`config.mk`:
```
export PLATFORM = sky130hd
export DESIGN_NAME = icache_ctrl
export DESIGN_NICKNAME = d
export VERILOG_FILES = /design/src/common/icache_pkg.sv /design/src/icache/icache_ctrl.sv
export SDC_FILE = /design/constraint.sdc
export NUM_CORES = 1
export LEC_CHECK = 0
export CAP_MARGIN = 20
export CORE_AREA = 2 2 88 90
export DETAILED_ROUTE_END_ITERATION = 6
export DIE_AREA = 0 0 90 92
export DONT_BUFFER_PORTS = 1
export RECOVER_POWER = 50
export SYNTH_ARGS = -nofsm -noshare
export SYNTH_HDL_FRONTEND = slang
export SYNTH_SLANG_ARGS = --single-unit
export TNS_END_PERCENT = 100
```
`constraint.sdc`:
```
create_clock -name CLK -period 3.5 [get_ports CLK]
set_clock_uncertainty 0.05 [all_clocks]
set_input_delay 0.7 -clock CLK [delete_from_list [all_inputs] [get_ports CLK]]
set_output_delay 0.7 -clock CLK [all_outputs]
set_load 0.1 [all_outputs]
```
`src/common/icache_pkg.sv`:
```
// icache shared definitions
// geometry, vector types, controller states

package icache_pkg;

  // address split: tag [19:10], index [9:2], byte offset [1:0]
  localparam int ADDR_W   = 20;   // byte address
  localparam int INDEX_W  = 8;    // 256 sets
  localparam int TAG_W    = 10;
  localparam int WORD_W   = 32;   // one word per line
  localparam int NUM_WAYS = 4;

  // request address, word aligned
  typedef logic [ADDR_W-1:0]  addr_t;

  // set number
  typedef logic [INDEX_W-1:0] index_t;

  // stored per way and line
  typedef logic [TAG_W-1:0]   tag_t;

  // instruction word
  typedef logic [WORD_W-1:0]  word_t;

  // way select, 0..3
  typedef logic [1:0]         way_t;

  // lru rank, 0 = most recent, 3 = least recent
  typedef logic [1:0]         rank_t;

  // request fsm
  typedef enum logic [1:0] {
    ST_IDLE   = 2'd0,   // nothing in flight
    ST_LOOKUP = 2'd1,   // rams read, compare this cycle
    ST_REFILL = 2'd2    // miss, waiting for fetch
  } ctrl_state_t;

endpackage

```
`src/icache/icache_ctrl.sv`:
```
// icache request controller
// fsm, address hold, hit merge, output mux

module icache_ctrl (
  input  logic                            CLK,
  input  logic                            resetn,
  input  logic                            read_en,
  input  icache_pkg::addr_t               read_addr,
  input  logic                            fetch,        // refill word present
  input  logic [icache_pkg::NUM_WAYS-1:0] tag_match,
  input  logic [icache_pkg::NUM_WAYS-1:0] valid_vec,
  input  icache_pkg::word_t               way_rdata [icache_pkg::NUM_WAYS],
  input  icache_pkg::way_t                victim,
  output icache_pkg::index_t              rd_index,
  output icache_pkg::index_t              hold_index,
  output icache_pkg::tag_t                hold_tag,
  output logic [icache_pkg::NUM_WAYS-1:0] way_we,
  output logic                            hit,
  output icache_pkg::way_t                hit_way,
  output logic                            fill,
  output logic                            cache_miss,
  output logic                            fetch_valid,
  output icache_pkg::word_t               rdata
);

  icache_pkg::ctrl_state_t state, next_state;
  logic [icache_pkg::NUM_WAYS-1:0] match_vec;   // valid ways with equal tag
  logic accept;                                 // request taken this edge

  assign match_vec = tag_match & valid_vec;

  // result of the held request, only meaningful in lookup
  assign hit         = (state == icache_pkg::ST_LOOKUP) && (|match_vec);
  assign fetch_valid = hit;
  assign cache_miss  = ((state == icache_pkg::ST_LOOKUP) && !hit)
                    || (state == icache_pkg::ST_REFILL);

  // fetch may already arrive in the first miss cycle
  assign fill = cache_miss && fetch;

  // idle, or a hit frees the compare stage for the next one
  assign accept = read_en && ((state == icache_pkg::ST_IDLE) || hit);

  // rams see the new index at the accept edge
  assign rd_index = accept ? read_addr[2 +: icache_pkg::INDEX_W] : hold_index;

  assign rdata = way_rdata[hit_way];

  // at most one bit set, plain encode
  always_comb begin
    hit_way = '0;
    for (int w = 0; w < icache_pkg::NUM_WAYS; w++) begin
      if (match_vec[w]) begin
        hit_way = icache_pkg::way_t'(w);
      end
    end
  end

  // refill goes to the victim only
  always_comb begin
    way_we = '0;
    if (fill) begin
      way_we[victim] = 1'b1;
    end
  end

  always_comb begin
    next_state = state;
    case (state)
      icache_pkg::ST_IDLE: begin
        if (accept) next_state = icache_pkg::ST_LOOKUP;
      end
      icache_pkg::ST_LOOKUP: begin
        if (hit) begin
          next_state = accept ? icache_pkg::ST_LOOKUP : icache_pkg::ST_IDLE;
        end else if (fetch) begin
          next_state = icache_pkg::ST_IDLE;   // word written at this edge
        end else begin
          next_state = icache_pkg::ST_REFILL;
        end
      end
      icache_pkg::ST_REFILL: begin
        if (fetch) next_state = icache_pkg::ST_IDLE;
      end
      default: next_state = icache_pkg::ST_IDLE;
    endcase
  end

  always_ff @(posedge CLK) begin
    if (!resetn) begin
      state      <= icache_pkg::ST_IDLE;
      hold_index <= '0;
      hold_tag   <= '0;
    end else begin
      state <= next_state;
      if (accept) begin
        hold_index <= read_addr[2 +: icache_pkg::INDEX_W];
        hold_tag   <= read_addr[icache_pkg::ADDR_W-1 -: icache_pkg::TAG_W];
      end
    end
  end

  // a line is never filled into two ways of one set
  a_single_hit: assert property (@(posedge CLK) disable iff (!resetn)
    (state == icache_pkg::ST_LOOKUP) |-> $onehot0(match_vec))
    else $error("multiple valid ways match tag %h", hold_tag);

  // miss stays up until the refill word comes
  a_miss_hold: assert property (@(posedge CLK) disable iff (!resetn)
    cache_miss && !fetch |=> cache_miss)
    else $error("cache_miss dropped before fetch");

endmodule

```
== Word-level counts from Yosys, hierarchy flattened ==
Cells that the tools add are included.

* Register bits after elaboration: 20
* Latch bits: 0
* Memory bits (writable): 0
* Memory bits (read-only): 0
* Input bits: 162
* Output and inout port bits: 68
* Logic and storage cells: 39
* Memories kept: 0

* $add $sub $neg: 0
* Multiply operators: 0
* Divide/modulo/power cells: 0
* Magnitude comparators: 3
* Equal/unequal tests: 4
* Shifts and indexed selects: 0
* Multiplexer cells: 16
* Bitwise operators: 2
* Reductions and logical operators: 11

{| class="wikitable"
|+ Operators by type and width
! operator !! count
|-
| $bmux 32 s2 || 1
|-
| $mux 32 || 2
|-
| $mux 2 || 6
|-
| $mux 8 || 1
|-
| $pmux 2 s3 || 1
|-
| $logic_and 1x1->1 || 5
|-
| $and 4x4->4 || 1
|-
| $mux 4 || 1
|-
| $ne 2x2->1 const B || 2
|-
| $reduce_or 4->1 || 1
|-
| $ge 3x3->1 const B || 1
|-
| $lt 2x3->1 const B || 1
|-
| $mux 1 || 3
|-
| $not 2->3 || 1
|-
| $demux 1 s2 || 1
|-
| $eq 2x1->1 const B || 1
|-
| $eq 2x2->1 const B || 1
|-
| $ge 2x1->1 const B || 1
|-
| $logic_not 2->1 || 1
|-
| $logic_or 1x1->1 || 2
|-
| $reduce_and 2->1 || 1
|-
| $logic_not 1->1 || 1
|}

== Longest topological paths before layout ==
Gate-level depths: netlist of the first run.

* Depth after elaboration: 8
* Mapped depth: 6
* Depth with buffers taken out: 3

== Worst setup path after synthesis of the first run ==
OpenSTA, ideal clock, no wires.

* Path kind: input port to output port
* Start: in tag_match[3] (netlist bit)
* End: out way_we[0] (netlist bit)
* Arrival time: 4.688 ns
* Required time: 2.750 ns
* Setup slack: -1.938 ns
* Cell stages on the path: 5
* Path through: buf_2 > a222oi_1 > buf_4 > a31oi_4 > nor4b_1

* Cells in the longest elaborated chain, start to end: 8

{| class="wikitable"
|+ Ends and longest elaborated chain
! what !! line !! text
|-
| start: declaration || icache_ctrl.sv:10 || <nowiki>input logic [icache_pkg::NUM_WAYS-1:0] tag_match,</nowiki>
|-
| $and 4x4->4 || icache_ctrl.sv:30 || <nowiki>assign match_vec = tag_match & valid_vec;</nowiki>
|-
| $reduce_or 4->1 || icache_ctrl.sv:33 || <nowiki>assign hit = (state == icache_pkg::ST_LOOKUP) && (|match_vec);</nowiki>
|-
| $logic_and 1x1->1 || icache_ctrl.sv:33 ||
|-
| $logic_not 1->1 || icache_ctrl.sv:35 || <nowiki>assign cache_miss = ((state == icache_pkg::ST_LOOKUP) && !hit)</nowiki>
|-
| $logic_and 1x1->1 || icache_ctrl.sv:35 ||
|-
| $logic_or 1x1->1 || icache_ctrl.sv:36 || <nowiki>|| (state == icache_pkg::ST_REFILL);</nowiki>
|-
| $logic_and 1x1->1 || icache_ctrl.sv:39 || <nowiki>assign fill = cache_miss && fetch;</nowiki>
|-
| $mux 4 || icache_ctrl.sv:62 || <nowiki>if (fill) begin</nowiki>
|-
| end: declaration || icache_ctrl.sv:17 || <nowiki>output logic [icache_pkg::NUM_WAYS-1:0] way_we,</nowiki>
|}

No other way between the ends.

== Final worst setup path of the first run ==
* Start: in tag_match[1] (netlist bit)
* End: out rd_index[4]

* Cells in the longest elaborated chain, start to end: 6

{| class="wikitable"
|+ Ends and longest elaborated chain
! what !! line !! text
|-
| $and 4x4->4 || icache_ctrl.sv:30 ||
|-
| $reduce_or 4->1 || icache_ctrl.sv:33 ||
|-
| $logic_and 1x1->1 || icache_ctrl.sv:33 ||
|-
| $logic_or 1x1->1 || icache_ctrl.sv:42 || <nowiki>assign accept = read_en && ((state == icache_pkg::ST_IDLE) || hit);</nowiki>
|-
| $logic_and 1x1->1 || icache_ctrl.sv:42 ||
|-
| $mux 8 || - ||
|-
| end: declaration || icache_ctrl.sv:14 || <nowiki>output icache_pkg::index_t rd_index,</nowiki>
|}

No other way between the ends.

==> summary.txt, run 1 <==
Outcome
  • Status: finished, final reports clean

Placed design
  • Dpl hpwl: ~8000 um
  • Dpl cells: 414
  • Count of input and output buffers: 0
  • Routability cong.: 0.8891

Clock network
  • Total CTS buffers: 3
  • Setup bufs post-CTS: 0
  • Post-CTS resize count: 0
  • Clk slew on worst S/H paths: 0.07 ns
  • CTS HTree Levels: 1
  • Hold-fix buffers, CTS: 0
  • CTS sink cnt: 20
  • CTS tree: done
  • Worst-Skew Late Latency: 0.26 ns
  • CTS root buf: clkbuf_8
  • CTS max path bufs: 2

Worst setup path
  • Worst Path Arrival: 2.47 ns
  • Worst path slowest cell: a222oi_1
  • Family with the most delay on the worst path: compound AO/OA/AOI/OAI gates
  • Kind of critical path: primary input to primary output
  • Cell mode on critical path: buf_12
  • Critical path peak fanout: 21
  • Critical path, cell by cell: a222oi_1 -> buf_12 -> a31oi_1 -> mux2_2 -> buf_12
  • Worst path bufs/invs: 2
  • CP Launch Type: primary input
  • Required @ worst endpoint: roughly 2.8 ns
  • Crit-path max cell delay: 0.55 ns
  • Critical path capture point type: primary output

Finish
  • Non-Filler Instances: roughly 420
  • Nets@finish: 479
  • Core Util, Final: 0.4659
  • Layout cells sized above 1: 0.3449
  • Layout overhead on the synthesized area: 47.27%

STA
  • Final Critical Period: 3.224 ns
  • Period utilization: 0.9212
  • Slew margin rel.: 0.09133
  • Total negative slack: 0 ns
  • Slew Viols, Final: 0
  • Final Hold Viols: 0
  • Endpoints failing setup: 0
  • RSZ-0062 raised after global routing: no
  • Slew @ Worst Pin: 1.363 ns
  • Highest clock rate: 310.1 MHz

Power and ir drop
  • Leak Pwr: 1.215 nW
  • VDD IR max: 0.0002049 V
  • Pwr Density: 451.6 nW/um2

Global routing
  • Initial antenna violation count: 1
  • First-pass GRT wire length: 15700 um
  • Total track usage: 0.2335
  • Vias in the first global route: 2816
  • GRT overflow: 0
  • Largest net degree at the start of global routing: 36

Die
  • Die width: 90 um
  • CORE AREA: about 7400 um2
  • Die Area: roughly 8300 um2
  • Io pins: 230
  • Starting Density: 0.3164
  • Die H: between 90 and 100 um
  • Std cell rows: 32

Logic synthesis
  • Mean post-synth cell area: 8.267 um2
  • Mapped cell area: 2356 um2
  • Post-synth ARST share: 0
  • Synth Register Bits: 20
  • Post-synthesis sequential area ratio: 0.1699
  • Syn Nets: 447
  • Yosys warning total: 0
  • Yosys cell types: 28
  • EDFF count, synth: 0
  • Synth Flop Type: dfxtp_1
  • Syn Inst Count: roughly 290

Routing
  • Initial DRT Pass Iterations: 5
  • 1st-iter DRT viols: around 160
  • Post-route ant nets: 0
  • Vias per cell: 6.857
  • Drt total wl: 10180 um
  • DR vias: between 2k and 3k
  • Drt drc: 0
  • WL per Instance: between 20 and 25 um

Worst hold path
  • Hold crit path type: primary input to register

Job
  • Max-Cap Viols: 0
==> layer usage <==
metal / vias to the layer above / share of wire / global-route usage / wire [um]
met5: - / 0 / 0 / 0
met4: 0 / 0.024 / 0.05000 / 241
met3: 22 / 0.12 / 0.09532 / 1226
met2: 213 / 0.49 / 0.4016 / 5028
met1: 1391 / 0.36 / 0.2733 / 3681
li1: 1247 / - / - / -
==> path summary, 6_finish.rpt <==
check                             start                        to  slack, ns  cells after the start
setup / recovery           tag_match[1]               rd_index[4]       0.28                      5
hold / removal                    fetch     state[1]$_SDFFE_PN0P_       0.46                      1
setup reg to reg  state[0]$_SDFFE_PN0P_  hold_index[5]$_SDFF_PN0_       1.57                      4
hold reg to reg   state[1]$_SDFFE_PN0P_  hold_index[4]$_SDFF_PN0_       0.88                      4
==> sequential cells by signal, summed over array words and instances, names as in the netlist <==
signal      flops
hold_index      8
hold_tag       10
state           2
==> where the power goes <==
group / internal [W] / switching (W) / total, W
logic: 0.000347 / 0.000693 / 0.00104
clock network: 0.000100 / 0.0000782 / 0.000178
registers: 0.000249 / 0.0000997 / 0.000349
==> layout by cell type (no fill, tap or decap), types with 8 or more instances in the layout <==
master / Yosys / layout
o31a_1: 32 / 32
a21oi_1: 18 / 18
o221ai_1: 18 / 18
mux2_2: 8 / 8
nand2_1: 25 / 25
dfxtp_1: 20 / 20
clkbuf_1: 28 / 10
nand3b_1: 32 / 32
nor4bb_1: 18 / 18
o221a_2: 32 / 32
nand4_1: 19 / 19
buf_12: 0 / 48
==> Yosys cell counts (all sizes together), types with 2 or more instances <==
library cell / count / area share
nor2b: 4 / 0.011
nand2: 25 / 0.040
nand3b: 32 / 0.10
nor3: 2 / 0.0042
nand4: 19 / 0.050
o31a: 32 / 0.12
buf: 13 / 0.031
clkbuf: 28 / 0.045
a31oi: 2 / 0.014
nor4bb: 18 / 0.076
a21oi: 18 / 0.038
mux2: 8 / 0.038
dfxtp: 20 / 0.17
nand3: 2 / 0.0042
and2: 4 / 0.011
o221a: 32 / 0.15
o221ai: 18 / 0.067
==> stage by stage <==
step	power, W	worst slack, ns	instance area [um2]	hold WS, ns
2_1_floorplan	0.001086	0.06321	2399	0.6985
3_3_place_gp	0.001398	0.4311	3476	0.7188
3_5_place_dp	0.001409	0.4219	3476	0.7347
4_1_cts	0.001588	0.4136	3531	0.4571
5_1_grt	0.001618	0.2026	3470	0.4518
6_report	0.001567	0.2756	3470	0.4603
==> layout make-up <==
class / count / area [um2]
clock buffer: 4 / 55.05
timing repair buffer: 68 / 1066
sequential: 20 / 400.4
multi-input combinational: 222 / 1810
inverter: 2 / 7.507
antenna: 1 / 2.502
tap: 102 / 127.6
fill: 744 / 3978
==> worst reg2reg max path, delay by kind of cell (launching register included) <==
family                 cells  cell delay (ns)
and+or+nand+nor            2             0.79
DFF                        1             0.59
buffers and inverters      1             0.27
AOI/OAI and AO/OA          1             0.15
==> logic make-up after synthesis <==
family,after synthesis,synth area share
and+or+nand+nor,111,0.3170
AOI/OAI and AO/OA,103,0.3956
buffers and inverters,43,0.07913
DFF,20,0.1699
muxes,8,0.03824
(Power assumes the default switching activity.)
==> run 2: changes to the inputs <==
- clock period: 3.5 -> 3.7 ns (I/O delays scaled with it)
==> summary.txt, run 2 (synthesized netlist as in run 1, its figures left out) <==
Global routing
  • Met3 Use GR: 0.06409 (-0.03122)
  • Initial antenna violation count: 0 (-1)
  • Total track usage: 0.2174 (-0.01606)
  • Busiest grt layer: met2
  • Met1 Use GR: 0.2702 (-0.003145)
  • GRT overflow: 0 (unchanged)
  • Vias in the first global route: 2725 (-3.2%)
  • First-pass GRT wire length: 14880 um (-5.3%)
  • Met2 Use GR: 0.3684 (-0.03321)
  • Largest net degree at the start of global routing: 36 (unchanged)

Routing
  • Vias per cell: 6.728 (-1.9%)
  • WL per Instance: 23.21 um (-4.4%)
  • DR vias: 2799 (-2.6%)
  • Drt total wl: 9656 um (-5.1%)
  • Post-route ant nets: 0 (unchanged)
  • Drt drc: 0 (unchanged)
  • 1st-iter DRT viols: 221 (+36%)
  • Initial DRT Pass Iterations: 5 (unchanged)

STA
  • Slew Viols, Final: 0 (unchanged)
  • Final Hold Viols: 0 (unchanged)
  • Endpoints failing setup: 0 (unchanged)
  • Slew margin rel.: 0.1223 (+0.03094)
  • RSZ-0062 raised after global routing: no
  • Slew @ Worst Pin: 1.317 ns (-0.04641 ns)
  • Period utilization: 0.9056
  • PnR worst setup slack: 0.3492 ns (+0.07353 ns)
  • Highest clock rate: 298.4 MHz
  • Final Critical Period: 3.351 ns

Placed design
  • Dpl hpwl: 7346 um (-6.8%)
  • Routability cong.: 0.8542 (-3.9%)
  • Count of input and output buffers: 0 (unchanged)
  • Dpl cell area: 3428 um2 (-1.4%)
  • Pre-CTS setup slack: 0.5079 ns (+0.08600 ns)
  • Dpl cells: 411 (-0.72%)

Power and ir drop
  • Sequential Power Share: 0.220 (-0.003)
  • Leak Pwr: 1.199 nW (-1.3%)
  • Switching part of the total power: 0.5422 (-0.01334)
  • NetSw: 0.0008246 W (-5.3%)
  • Pwr Density: 442.7 nW/um2 (-2.0%)
  • Combinational power share: 0.633 (-0.030)
  • Clock power frac: 0.147 (+0.033)
  • VDD IR max: 0.0001698 V (-17%)
  • P_int: 0.0006963 W (about the same)

Worst setup path
  • Kind of critical path: primary input to primary output
  • Required @ worst endpoint: 2.91 ns (+0.16 ns)
  • Critical path peak fanout: 21 (unchanged)
  • Critical path capture point type: primary output
  • Worst Path Arrival: 2.56 ns (+0.09 ns)
  • CP Launch Type: primary input

Finish
  • Non-Filler Instances: 416 (-0.72%)
  • Reg with most FFs: hold_tag
  • Nets@finish: 477 (-0.42%)
  • Post-Layout Inst Area: 3436 um2 (-0.97%)
  • Regs by FF count: hold_tag (10), hold_index (8), state (2)
  • Most frequent cells in the layout: 44 x buf_12, 32 x nand3b_1, 32 x o31a_1, 32 x o221a_2, 25 x nand2_1
  • Antenna diode instance count: 0 (-1)
  • Most common cell after layout, fill and taps aside: buf_12
  • Layout cells sized above 1: 0.3408 (-0.004172)
  • Layout overhead on the synthesized area: 45.83%
  • Max FFs per register: 10 (unchanged)
  • Core Util, Final: 0.4614 (-0.004536)

Job
  • Max-Cap Viols: 0 (unchanged)

Die
  • Std cell rows: 32 (unchanged)
  • Die Area: 8280 um2 (unchanged)
  • Starting Density: 0.3164 (unchanged)
  • Die H: 92 um (unchanged)
  • Die width: 90 um (unchanged)
  • Io pins: 230 (unchanged)
  • CORE AREA: 7447 um2 (unchanged)

Worst hold path
  • Hold crit path type: primary input to register

Clock network
  • CTS tree: done
  • CTS max path bufs: 2 (unchanged)
  • Setup bufs post-CTS: 0 (unchanged)
  • Post-CTS resize count: 0 (unchanged)
  • Total CTS buffers: 3 (unchanged)
  • CTS HTree Levels: 1 (unchanged)
  • CTS sink cnt: 20 (unchanged)
  • Worst-Skew Late Latency: 0.27 ns (about the same)
  • CTS root buf: clkbuf_8
  • Hold-fix buffers, CTS: 0 (unchanged)
  • Clk slew on worst S/H paths: 0.08 ns (about the same)

Outcome
  • Status: finished, final reports clean
[run 2: changes by cell type in the layout (fill, tap and decap cells not counted)]
cell	delta
buf_12	-4
buf_16	+1
bufinv_16	+1
clkbuf_2	+1
clkbuf_8	-1
diode_2	-1
[run 2: critical path, cell delays in order]
cell and delay (ns):
a222oi_1 0.60, buf_12 0.25, a31oi_1 0.35, mux2_2 0.44
buf_12 0.17
[run 2: through the flow]
step / hold slack [ns] / TNS (ns) / power [W]
global placement: 0.7182 / 0 / 0.001311
global route: 0.4781 / 0 / 0.001562
detailed placement: 0.7290 / 0 / 0.001322
finish: 0.4868 / 0 / 0.001521
floorplan: 0.6719 / -0.4920 / 0.001026
CTS: 0.4829 / 0 / 0.001546
[run 2: worst paths after layout]
| kind | from | slack, ns | endpoint | cells past startpoint |
|---|---|---|---|---|
| setup / recovery | tag_match[1] | 0.35 | rd_index[5] | 5 |
| hold / removal | fetch | 0.49 | state[1]$_SDFFE_PN0P_ | 1 |
| setup reg to reg | state[1]$_SDFFE_PN0P_ | 1.75 | state[0]$_SDFFE_PN0P_ | 3 |
| hold reg to reg | hold_tag[7]$_SDFFE_PN0N_ | 0.97 | hold_tag[7]$_SDFFE_PN0N_ | 2 |
[run 2: area by class of cell]
cell class | count | area [um2]
Fill cell | 718 | 4011
Sequential cell | 20 | 400.4
Clock inverter | 1 | 30.03
Tap cell | 102 | 127.6
Clock buffer | 3 | 41.29
Timing Repair Buffer | 66 | 1018
Inverter | 2 | 7.507
Multi-Input combinational cell | 222 | 1810
[run 2: per-layer routing]
layer  part of all wire  vias to the layer above
li1                   -                     1242
met1               0.38                     1316
met2               0.48                      215
met3               0.11                       26
met4              0.030                        0
met5                  0                        -
[run 2: power by group through the flow]
stage | combinational [W] | clock, W | sequential, W
2_1_floorplan | 0.000627 | 0 | 0.000399
3_3_place_gp | 0.000974 | 0 | 0.000338
3_5_place_dp | 0.000983 | 0 | 0.000339
4_1_cts | 0.000984 | 0.000227 | 0.000334
5_1_grt | 0.000991 | 0.000234 | 0.000336
6_report | 0.000963 | 0.000224 | 0.000334
==> run 3: changes to the inputs <==
- ABC_CLOCK_PERIOD_IN_PS: unset -> 4250
- CAP_MARGIN: 20 -> unset
- clock period: 3.7 -> 4.25 ns (I/O delays scaled with it)
==> summary.txt, run 3 (synthesized netlist as in run 1, its figures left out) <==
Clock network
  • Setup bufs post-CTS: 0 (unchanged)
  • CTS sink cnt: 20 (unchanged)
  • CTS tree: done
  • Hold-fix buffers, CTS: 0 (unchanged)
  • Clk slew on worst S/H paths: 0.08 ns (about the same)
  • CTS HTree Levels: 1 (unchanged)
  • Worst-Skew Late Latency: 0.25 ns (-0.02 ns)
  • CTS max path bufs: 2 (unchanged)
  • Post-CTS resize count: 0 (unchanged)
  • Total CTS buffers: 3 (unchanged)
  • CTS root buf: clkbuf_8

Worst setup path
  • Kind of critical path: primary input to primary output
  • Reg-to-reg slack, setup: 2.07 ns (+0.32 ns)
  • Worst Path Arrival: 2.67 ns (+0.11 ns)
  • CP Launch Type: primary input
  • Worst r2r dst: hold_index[3]$_SDFF_PN0_
  • Critical path, cell by cell: a222oi_1 -> buf_4 -> a31oi_1 -> mux2_2
  • Worst path slowest cell: a31oi_1
  • Critical path capture point type: primary output
  • Critical R2R Launch: state[0]$_SDFFE_PN0P_
  • CP Capture Point: rd_index[4]
  • Critical path peak fanout: 21 (unchanged)
  • Required @ worst endpoint: 3.35 ns (+0.44 ns)
  • Crit-path max cell delay: 0.84 ns (+0.24 ns)
  • Origin of the worst setup path: tag_match[1]
  • Worst R2R Path Depth: 3 (unchanged)

STA
  • Final Hold Viols: 0 (unchanged)
  • Period utilization: 0.8401
  • Slew @ Worst Pin: 1.345 ns (+0.02793 ns)
  • Total negative slack: 0 ns (unchanged)
  • Highest clock rate: 280.1 MHz
  • Slew margin rel.: 0.1037 (-0.01862)
  • Endpoints failing setup: 0 (unchanged)
  • Final Critical Period: ~3.6 ns
  • Slew Viols, Final: 0 (unchanged)
  • RSZ-0062 raised after global routing: no

Global routing
  • GRT overflow: 0 (unchanged)
  • Largest net degree at the start of global routing: 36 (unchanged)
  • First-pass GRT wire length: 15440 um (+3.8%)
  • Total track usage: 0.2298 (+0.01240)
  • Vias in the first global route: 2720 (-0.18%)
  • Initial antenna violation count: 1 (+1)

Die
  • Die Area: 8280 um2 (unchanged)
  • Die H: 92 um (unchanged)
  • Starting Density: 0.3164 (unchanged)
  • Std cell rows: 32 (unchanged)
  • Die width: 90 um (unchanged)
  • Io pins: 230 (unchanged)
  • CORE AREA: 7447 um2 (unchanged)

Finish
  • Regs by FF count: hold_tag (10), hold_index (8), state (2)
  • Max FFs per register: 10 (unchanged)
  • Nets@finish: 469 (-1.7%)
  • Layout cells sized above 1: 0.3213 (-0.01945)
  • Layout overhead on the synthesized area: 34.52%
  • Fillcell total: 758 (+5.6%)
  • Post-Layout Inst Area: 3169 um2 (-7.8%)
  • Most frequent cells in the layout: 32 x nand3b_1, 32 x o31a_1, 32 x o221a_2, 32 x buf_12, 25 x nand2_1
  • Reg with most FFs: hold_tag

Worst hold path
  • Hold crit path type: primary input to register

Routing
  • DR vias: 2811 (+0.43%)
  • Metal2 WL: 4988 um (+7.8%)
  • 1st-iter DRT viols: 244 (+10%)
  • Wire length on met3: 1029 um (-3.7%)
  • Post-route ant nets: 0 (unchanged)
  • Vias per cell: 6.890 (+2.4%)
  • Drt total wl: 10160 um (+5.2%)
  • Highest Signal Layer: met4
  • Initial DRT Pass Iterations: 6 (+1)
  • Met1 WL: 3892 um (+6.0%)
  • Drt drc: 0 (unchanged)
  • WL per Instance: 24.89 um (+7.3%)

Placed design
  • Dpl hpwl: 7729 um (+5.2%)
  • Routability cong.: 0.9073 (+6.2%)
  • Dpl cell area: 3188 um2 (-7.0%)
  • Count of input and output buffers: 0 (unchanged)

Job
  • Max-Cap Viols: 0 (unchanged)

Power and ir drop
  • VDD IR max: 0.0001529 V (-9.9%)
  • Leak Pwr: 1.101 nW (-8.2%)
  • Pwr Density: 385.1 nW/um2 (-13%)

Outcome
  • Status: finished, final reports clean
-- run 3: how the worst min path moves through the flow --
stage,startpoint,endpoint,slack [ns],cells after the start
2_1_floorplan,state[0]$_SDFFE_PN0P_,state[1]$_SDFFE_PN0P_,0.67,3
3_3_place_gp,hold_index[5]$_SDFF_PN0_,hold_index[5]$_SDFF_PN0_,0.72,3
3_5_place_dp,hold_index[5]$_SDFF_PN0_,hold_index[5]$_SDFF_PN0_,0.74,3
4_1_cts,fetch,state[1]$_SDFFE_PN0P_,0.61,1
5_1_grt,fetch,state[1]$_SDFFE_PN0P_,0.61,1
6_report,fetch,state[1]$_SDFFE_PN0P_,0.61,1
-- run 3: area by class of cell --
| class | count | area, um2 | area share |
|---|---|---|---|
| inverters | 2 | 7.507 | 0.002369 |
| repair buffers | 58 | 794.5 | 0.2507 |
| diodes | 1 | 2.502 | 0.0007896 |
| flip-flops and latches | 20 | 400.4 | 0.1263 |
| well taps | 102 | 127.6 | 0.04027 |
| multi-input cells | 222 | 1795 | 0.5665 |
| clock buffers | 3 | 41.29 | 0.01303 |
-- run 3: per-layer routing --
| layer | global-route usage | vias to the layer above |
|---|---|---|
| met5 | 0 | - |
| met4 | 0.05641 | 0 |
| met3 | 0.06327 | 30 |
| met2 | 0.3828 | 195 |
| met1 | 0.2949 | 1363 |
| li1 | - | 1223 |
-- run 3: report_power, final --
group          leakage (nW)  total (W)  internal, W  switching, W
combinational         0.914   0.000803     0.000245      0.000558
sequential            0.166   0.000290     0.000205     0.0000843
clock                0.0216   0.000128    0.0000631     0.0000649
total                  1.10    0.00122     0.000514      0.000707
-- run 3: critical path: cells and delay by family --
kind	cells	cell delay, ns
AOI/OAI and AO/OA	2	0.91
muxes	1	0.69
buffers and inverters	1	0.22
-- run 3: metrics by stage --
stage | hold WS, ns | cells | utilization | total power (W) | setup WS (ns)
CTS | 0.6097 | 407 | 0.4336 | 0.001232 | 0.8318
finish | 0.6129 | 408 | 0.4256 | 0.001221 | 0.6794
floorplan | 0.6719 | 285 | - | 0.0008928 | -0.09534
global placement | 0.7205 | 404 | 0.4281 | 0.001099 | 0.8404
global route | 0.6112 | 408 | 0.4256 | 0.001254 | 0.5657
detailed placement | 0.7368 | 404 | 0.4281 | 0.001108 | 0.8370
